**config.mk**
```make
export PLATFORM = sky130hd
export DESIGN_NAME = tiny_cpu
export DESIGN_NICKNAME = d
export VERILOG_FILES = /design/src/cpu_cfg_pkg.sv /design/src/isa_pkg.sv /design/src/alu.sv /design/src/register_file.sv /design/src/unified_ram.sv /design/src/exec_unit.sv /design/src/tiny_cpu.sv
export SDC_FILE = /design/constraint.sdc
export NUM_CORES = 2
export LEC_CHECK = 0
export BUFFER_PORTS_ARGS = -buffer_cell sky130_fd_sc_hd__buf_4
export CAP_MARGIN = 20
export CORE_UTILIZATION = 37
export CTS_CLUSTER_SIZE = 8
export DETAILED_ROUTE_END_ITERATION = 12
export SYNTH_ARGS = -nofsm -noshare
export SYNTH_HDL_FRONTEND = slang
export SYNTH_SLANG_ARGS = --single-unit
```
**constraint.sdc**
```tcl
create_clock -name clk -period 35 [get_ports clk]
set_input_delay 1.75 -clock clk [delete_from_list [all_inputs] [get_ports clk]]
set_output_delay 1.75 -clock clk [all_outputs]
set_load 0.05 [all_outputs]
```
**src/cpu_cfg_pkg.sv**
```systemverilog
package cpu_cfg_pkg;

    // Datapath and memory widths
    localparam int DATA_BITS     = 8;
    localparam int MEM_ADDR_BITS = 8;
    localparam int REG_ADDR_BITS = 3;

    // Storage sizes
    localparam int REG_COUNT = 8;
    localparam int MEM_BYTES = 256;

    // Register and memory data word
    typedef logic [DATA_BITS-1:0] data_t;

    // Byte address into the unified memory
    typedef logic [MEM_ADDR_BITS-1:0] mem_addr_t;

    // Register file index
    typedef logic [REG_ADDR_BITS-1:0] reg_addr_t;

endpackage

```
**src/isa_pkg.sv**
```systemverilog
package isa_pkg;

    typedef enum logic [3:0] {
        MOVIR = 4'b0000,
        LOAD  = 4'b0010,
        STORE = 4'b0011,
        ADDRR = 4'b0100,
        ADDI  = 4'b0101,
        SUBRR = 4'b0110,
        SUBI  = 4'b0111,
        JNZI  = 4'b1000,
        JZR   = 4'b1001,
        NOP   = 4'b1111
    } opcode_t;

    typedef logic [15:0] instr_t;

    // Bytes per instruction, stored big-endian
    localparam int INSTR_BYTES = 2;

    // Field positions inside instr_t
    localparam int OPCODE_MSB = 15;
    localparam int OPCODE_LSB = 12;
    localparam int DST_MSB    = 10;
    localparam int DST_LSB    = 8;
    localparam int IMM_MSB    = 7;
    localparam int IMM_LSB    = 0;
    localparam int SRC0_MSB   = 6;
    localparam int SRC0_LSB   = 4;
    localparam int SRC1_MSB   = 2;
    localparam int SRC1_LSB   = 0;

    typedef enum logic [2:0] {
        IDLE,
        INSTR_FETCH_START,
        INSTR_FETCH_END,
        REGISTER_FETCH,
        EXECUTE,
        REGISTER_WB,
        LOAD_STAGE,
        STORE_STAGE
    } exec_stage_t;

endpackage

```
**src/alu.sv**
```systemverilog
`timescale 1ns/1ns

module alu
    import cpu_cfg_pkg::*;
(
    input  data_t a,
    input  data_t b,
    input  logic  subtract,
    output data_t result,
    output logic  zero
);

    data_t sum;
    data_t diff;

    // Both results wrap modulo 256
    assign sum  = a + b;
    assign diff = a - b;

    assign result = subtract ? diff : sum;
    assign zero   = (result == '0);

endmodule

```
**src/register_file.sv**
```systemverilog
`timescale 1ns/1ns

module register_file
    import cpu_cfg_pkg::*;
(
    input  logic      clk,
    input  logic      reset,

    input  reg_addr_t rd0_addr,
    output data_t     rd0_data,

    input  reg_addr_t rd1_addr,
    output data_t     rd1_data,

    input  logic      wr_en,
    input  reg_addr_t wr_addr,
    input  data_t     wr_data
);

    data_t regs [REG_COUNT];

    // Combinational reads see the value before a same-cycle write
    assign rd0_data = regs[rd0_addr];
    assign rd1_data = regs[rd1_addr];

    always_ff @(posedge clk or posedge reset) begin
        if (reset) begin
            for (int i = 0; i < REG_COUNT; i++) begin
                regs[i] <= '0;
            end
        end else if (wr_en) begin
            regs[wr_addr] <= wr_data;
        end
    end

endmodule

```
**src/unified_ram.sv**
```systemverilog
`timescale 1ns/1ns

module unified_ram
    import cpu_cfg_pkg::*;
(
    input  logic      clk,

    input  logic      rd_en,
    input  mem_addr_t rd_addr,
    output data_t     rd_data,

    input  logic      wr_en,
    input  mem_addr_t wr_addr,
    input  data_t     wr_data,

    input  logic      load_en,
    input  mem_addr_t load_addr,
    input  data_t     load_data
);

    data_t mem [MEM_BYTES];

    // Loader wins over the CPU port
    always_ff @(posedge clk) begin
        if (load_en) begin
            mem[load_addr] <= load_data;
        end else if (wr_en) begin
            mem[wr_addr] <= wr_data;
        end
    end

    // One cycle read latency, output holds while idle
    always_ff @(posedge clk) begin
        if (rd_en) begin
            rd_data <= mem[rd_addr];
        end
    end

endmodule

```
**src/exec_unit.sv**
```systemverilog
`timescale 1ns/1ns

module exec_unit
    import cpu_cfg_pkg::*;
    import isa_pkg::*;
(
    input  logic      clk,
    input  logic      reset,

    output logic      mem_rd_en,
    output mem_addr_t mem_rd_addr,
    input  data_t     mem_rd_data,

    output logic      mem_wr_en,
    output mem_addr_t mem_wr_addr,
    output data_t     mem_wr_data,

    output reg_addr_t reg_rd0_addr,
    output reg_addr_t reg_rd1_addr,
    input  data_t     reg_rd0_data,
    input  data_t     reg_rd1_data,

    output logic      reg_wr_en,
    output reg_addr_t reg_wr_addr,
    output data_t     reg_wr_data,

    output data_t     alu_b,
    output logic      alu_subtract,
    input  data_t     alu_result,
    input  logic      alu_zero
);

    exec_stage_t state;
    mem_addr_t   pc;
    instr_t      ir;
    logic        zero_flag;
    logic        zero_pending;
    logic        save_zero;

    opcode_t     op;
    data_t       imm;
    reg_addr_t   dst;
    reg_addr_t   src0;
    reg_addr_t   src1;
    logic        is_reg_arith;
    logic        is_imm_arith;
    logic        is_arith;

    // Instruction fields
    assign op   = opcode_t'(ir[OPCODE_MSB:OPCODE_LSB]);
    assign imm  = ir[IMM_MSB:IMM_LSB];
    assign dst  = ir[DST_MSB:DST_LSB];
    assign src0 = ir[SRC0_MSB:SRC0_LSB];
    assign src1 = ir[SRC1_MSB:SRC1_LSB];

    assign is_reg_arith = (op == ADDRR) || (op == SUBRR);
    assign is_imm_arith = (op == ADDI) || (op == SUBI);
    assign is_arith     = is_reg_arith || is_imm_arith;

    // Immediate forms use the destination as first operand
    assign reg_rd0_addr = is_reg_arith ? src0 : dst;
    assign reg_rd1_addr = src1;
    assign reg_wr_addr  = dst;
    assign alu_b        = is_imm_arith ? imm : reg_rd1_data;
    assign alu_subtract = (op == SUBRR) || (op == SUBI);

    // Store data comes straight off read port 0
    assign mem_wr_en   = (state == STORE_STAGE);
    assign mem_wr_addr = imm;
    assign mem_wr_data = reg_rd0_data;

    always_comb begin
        mem_rd_en   = 1'b0;
        mem_rd_addr = pc;
        case (state)
            INSTR_FETCH_START: begin
                mem_rd_en = 1'b1;
            end
            INSTR_FETCH_END: begin
                mem_rd_en   = 1'b1;
                mem_rd_addr = pc + mem_addr_t'(1);
            end
            EXECUTE: begin
                if (op == LOAD) begin
                    mem_rd_en   = 1'b1;
                    mem_rd_addr = imm;
                end
            end
            default: begin
                mem_rd_en = 1'b0;
            end
        endcase
    end

    // Register write source by stage
    always_comb begin
        reg_wr_en   = 1'b0;
        reg_wr_data = alu_result;
        case (state)
            EXECUTE: begin
                if (op == MOVIR) begin
                    reg_wr_en   = 1'b1;
                    reg_wr_data = imm;
                end
            end
            LOAD_STAGE: begin
                reg_wr_en   = 1'b1;
                reg_wr_data = mem_rd_data;
            end
            REGISTER_WB: begin
                reg_wr_en = 1'b1;
            end
            default: begin
                reg_wr_en = 1'b0;
            end
        endcase
    end

    // Instruction bytes and the ALU zero before writeback changes a source
    always_ff @(posedge clk) begin
        if (state == INSTR_FETCH_END) begin
            ir[15:8] <= mem_rd_data;
        end
        if (state == REGISTER_FETCH) begin
            ir[7:0] <= mem_rd_data;
        end
        if (state == REGISTER_WB) begin
            zero_pending <= alu_zero;
        end
    end

    always_ff @(posedge clk or posedge reset) begin
        if (reset) begin
            state     <= IDLE;
            pc        <= '0;
            zero_flag <= 1'b0;
            save_zero <= 1'b0;
        end else begin
            case (state)
                IDLE: begin
                    state <= INSTR_FETCH_START;
                end
                INSTR_FETCH_START: begin
                    if (save_zero) begin
                        zero_flag <= zero_pending;
                    end
                    save_zero <= 1'b0;
                    state     <= INSTR_FETCH_END;
                end
                INSTR_FETCH_END: begin
                    state <= REGISTER_FETCH;
                end
                REGISTER_FETCH: begin
                    // Low byte on the read port is the jump target
                    if ((op == JNZI) && !zero_flag) begin
                        pc <= mem_rd_data;
                    end else begin
                        pc <= pc + mem_addr_t'(INSTR_BYTES);
                    end
                    state <= EXECUTE;
                end
                EXECUTE: begin
                    if (op == LOAD) begin
                        state <= LOAD_STAGE;
                    end else if (op == STORE) begin
                        state <= STORE_STAGE;
                    end else if (is_arith) begin
                        state <= REGISTER_WB;
                    end else begin
                        // mov, jnz, nop and jzr finish here
                        state <= INSTR_FETCH_START;
                    end
                end
                REGISTER_WB: begin
                    save_zero <= 1'b1;
                    state     <= INSTR_FETCH_START;
                end
                LOAD_STAGE, STORE_STAGE: begin
                    state <= INSTR_FETCH_START;
                end
                default: begin
                    state <= IDLE;
                end
            endcase
        end
    end

endmodule

```
**src/tiny_cpu.sv**
```systemverilog
`timescale 1ns/1ns

module tiny_cpu
    import cpu_cfg_pkg::*;
(
    input  logic      clk,
    input  logic      reset,

    input  logic      load_en,
    input  mem_addr_t load_addr,
    input  data_t     load_data,

    output logic      store_en,
    output mem_addr_t store_addr,
    output data_t     store_data
);

    logic      mem_rd_en;
    mem_addr_t mem_rd_addr;
    data_t     mem_rd_data;

    reg_addr_t reg_rd0_addr;
    reg_addr_t reg_rd1_addr;
    data_t     reg_rd0_data;
    data_t     reg_rd1_data;
    logic      reg_wr_en;
    reg_addr_t reg_wr_addr;
    data_t     reg_wr_data;

    data_t     alu_b;
    logic      alu_subtract;
    data_t     alu_result;
    logic      alu_zero;

    exec_unit exec_unit_i (
        .clk          (clk),
        .reset        (reset),
        .mem_rd_en    (mem_rd_en),
        .mem_rd_addr  (mem_rd_addr),
        .mem_rd_data  (mem_rd_data),
        .mem_wr_en    (store_en),
        .mem_wr_addr  (store_addr),
        .mem_wr_data  (store_data),
        .reg_rd0_addr (reg_rd0_addr),
        .reg_rd1_addr (reg_rd1_addr),
        .reg_rd0_data (reg_rd0_data),
        .reg_rd1_data (reg_rd1_data),
        .reg_wr_en    (reg_wr_en),
        .reg_wr_addr  (reg_wr_addr),
        .reg_wr_data  (reg_wr_data),
        .alu_b        (alu_b),
        .alu_subtract (alu_subtract),
        .alu_result   (alu_result),
        .alu_zero     (alu_zero)
    );

    register_file register_file_i (
        .clk      (clk),
        .reset    (reset),
        .rd0_addr (reg_rd0_addr),
        .rd0_data (reg_rd0_data),
        .rd1_addr (reg_rd1_addr),
        .rd1_data (reg_rd1_data),
        .wr_en    (reg_wr_en),
        .wr_addr  (reg_wr_addr),
        .wr_data  (reg_wr_data)
    );

    // Operand a is always read port 0
    alu alu_i (
        .a        (reg_rd0_data),
        .b        (alu_b),
        .subtract (alu_subtract),
        .result   (alu_result),
        .zero     (alu_zero)
    );

    unified_ram unified_ram_i (
        .clk       (clk),
        .rd_en     (mem_rd_en),
        .rd_addr   (mem_rd_addr),
        .rd_data   (mem_rd_data),
        .wr_en     (store_en),
        .wr_addr   (store_addr),
        .wr_data   (store_data),
        .load_en   (load_en),
        .load_addr (load_addr),
        .load_data (load_data)
    );

endmodule

```
==> impl_metrics.yaml <==
place:
  dpl.hpwl_mm: 158
  portBuffers: 35
  place.gp.congestion: 0.878
sta:
  setup_violations: 0
  finalHoldViolations: 0
  tns_ps: 0
  fin_crit_ps: 6220
  slew_headroom_pct: 12.7
  finClkSkew_ps: 66.7
  drv_slew: 0
  period_share_pct: 17.8
  fmax_mhz: 161
  rsz0062_at_grt: "false"
  tightest_slew_ps: 1300
clock_network:
  numCtsBuffers: 320
  holdBufCountCts: 0
  root_buffer: "clkbuf_16"
  cts_tree: "done"
  clk_path_buf_depth: 4
  cts_resized: 0
  insertion_delay_ps: 940
  clk_pin_slew_ps: 50
  cts.sinks: 2149
  htree_num_levels: 5
  post-cts-setup-buffer-count: 0
detailed_routing:
  drt_iter0_drc: 7351
  drt-wirelength-per-cell_um: 29.2
  ant_nets: 0
  viasPerCell: 5.99
  vias: 56700
  firstDrtPassIters: 7
  drcViolationCount: 0
  wirelength_mm: 276
logic_synthesis:
  synth-compound-area-share_pct: 8.50
  synth_area_per_cell_um2: 14.2
  synth_top_cell_by_area: "edfxtp_1"
  synth_seq_cells: 2149
  synth_area_um2: 87800
  synth_edf_count: 2072
  synth_top_area_share_pct: 70.9
  synth_xor_area_share_pct: 0.140
  synthMuxAreaShare_pct: 4.72
  yosysMostFrequentCell: "edfxtp_1"
  ys.flop_type: "edfxtp_1"
  synth_area_leaders: "edfxtp_1, nand2_1, mux2i_1"
  yosys.area_share.simple_pct: 10.9
  synthTopCellsByCount: "edfxtp_1, nand2_1, nor2_1, nand3_1, mux2i_1"
  synth_top_family_by_area: "simple AND/OR/NAND/NOR gates"
  synth_cells: 6204
  async_flop_share_pct: 3.58
  postSynthNetCount: 6234
  synth_cell_types: 89
  ys_seq_area_share_pct: 73.0
  yosysWarnings: 0
  synth_adder_area_share_pct: 0.165
critical_path:
  r2r-end: "unified_ram_i.rd_data[5]"
  worstSetupPathType: "reg -> reg"
  r2r_slack_ps: 28780
  path_buf_inv: 2
  cp_top_family: "compound AO/OA/AOI/OAI gates"
  slowest_stage: "nor4b_2"
  critPathArrivalTime_ps: 6950
  cpPeakStageDelay_ps: 730
  cpMostUsedCell: "buf_4"
  required_ps: 35740
  critPathLaunchType: "flop"
  r2r_start: "exec_unit_i.state[0]"
  worst-path-max-fanout: 28
  crit_chain: "nor4b_2, a211oi_1, nor3_2, buf_4, nand2_1, buf_4, o221ai_1, o22ai_1, o41ai_1, o31ai_1, nor4_1"
  worst_r2r_path_depth: 11
  endpoint_kind: "flop"
hold_path:
  hold_start: "exec_unit_i.zero_pending"
  min-delay-path-class: "reg -> reg"
  whs_endpoint: "exec_unit_i.zero_flag"
  whs_path_depth: 1
global_route:
  antenna_found_initial: 16
  grt_pass1_vias: 54300
  track_usage_pct: 22.7
  grt_first_pass_wirelength_mm: 393
  grt_max_degree: 149
  gr-total-overflow: 0
status:
  outcome: "finished clean"
floorplan:
  core_region_area_um2: 236000
  start_util_pct: 37.3
  die_area_um2: 239000
  row_count: 178
  die_width_um: 489
  dieHeight_um: 489
  ios: 36
power:
  leakagePower_nw: 33.3
  p_per_area_nw_per_um2: 92.4
  fin_total_pwr_mw: 9.23
  max-vdd-ir-drop_uv: 83.3
flow_run:
  maxCapViolations: 0
cells_and_area:
  areaGrowthSynthToFinish_pct: 13.8
  layout.nets: 6304
  drive_above_1_share_pct: 11.0
[power by group]
group | internal (mW) | total, mW | switching (mW)
logic | 0.993 | 3.54 | 2.55
clock network | 1.64 | 2.67 | 1.03
registers | 2.95 | 3.03 | 0.0768
total | 5.58 | 9.23 | 3.65
[placed cells by master, fill, tap and decap left out, types with 12 or more instances in the layout]
cell type and count:
o21ai_0 127, clkbuf_16 327, a21oi_1 152, nand2_1 1152
nand4_1 51, and3_1 215, o211ai_1 22, buf_4 174
a2111oi_0 33, a31oi_1 100, nor2_1 335, mux2_2 19
a22oi_1 42, a211oi_1 175, a31o_2 18, edfxtp_1 2072
mux2i_1 271, nor3_1 20, inv_1 16, o221ai_1 31
nand3_1 303, o22ai_1 44, dfrtp_1 77, a311oi_1 73
o2111ai_1 18, mux4_2 50, o221a_2 17, a32oi_1 81
clkbuf_1 17, nor4_1 17, nand3b_1 12
[routing by layer]
metal | routed length (µm) | GRT usage (%)
met1 | 110000 | 30.7
met2 | 125000 | 34.6
met3 | 30700 | 5.74
met4 | 11100 | 9.77
met5 | 0 | 0
[cell families after synthesis]
group           after synthesis
fa+ha+maj                    11
compound gates             1047
xor+xnor                     14
simple gates               2175
mux                         348
buf+inv                     460
flops                      2149
[flip-flops by register name, indices dropped and copies added (netlist names)]
signal                    flops
exec_unit_i.save_zero         1
unified_ram_i.mem          2048
exec_unit_i.state             3
exec_unit_i.pc                8
register_file_i.regs         64
exec_unit_i.zero_flag         1
exec_unit_i.ir               15
exec_unit_i.zero_pending      1
unified_ram_i.rd_data         8
[worst reg2reg max path, cell delays in order, from the launching register on]
cell      delay [ps]
dfrtp_1          490
nor4b_2          740
a211oi_1         390
nor3_2           330
buf_4            600
nand2_1          730
buf_4            460
o221ai_1         530
o22ai_1          390
o41ai_1          720
o31ai_1          340
nor4_1           330
[metrics by stage]
step	hold slack (ps)	instances	instance area [µm²]	worst slack (ps)	utilization, %
after global routing	503	9457	99900	28700	42.4
after CTS	498	9451	99900	28880	42.4
final	493	9467	100000	28780	42.4
after detailed placement	487	9097	91500	28890	38.8
after floorplan	445	6204	87800	20270	-
after global placement	470	9090	91400	28670	38.8
[area by class of cell]
cell class,count,area [µm²]
Timing Repair Buffer,189,1570
Tap cell,3150,3940
Clock inverter,7,75.1
Sequential cell,2149,64100
Fill cell,21200,136000
Clock buffer,347,8290
Multi-Input combinational cell,3595,21800
Antenna cell,11,27.5
Inverter,19,71.3
[how the worst max path moves through the flow]
stage / start / endpoint / slack, ps / cells past startpoint
3_3_place_gp: exec_unit_i.pc[0] / unified_ram_i.rd_data[0] / 28670 / 11
5_1_grt: exec_unit_i.state[0] / unified_ram_i.rd_data[1] / 28700 / 13
3_5_place_dp: exec_unit_i.state[0] / unified_ram_i.rd_data[0] / 28890 / 11
6_report: exec_unit_i.state[0] / unified_ram_i.rd_data[5] / 28780 / 11
2_1_floorplan: load_en / unified_ram_i.mem[0][0] / 20270 / 5
4_1_cts: exec_unit_i.state[0] / unified_ram_i.rd_data[0] / 28880 / 11
Power figures use the tool's default switching activity.
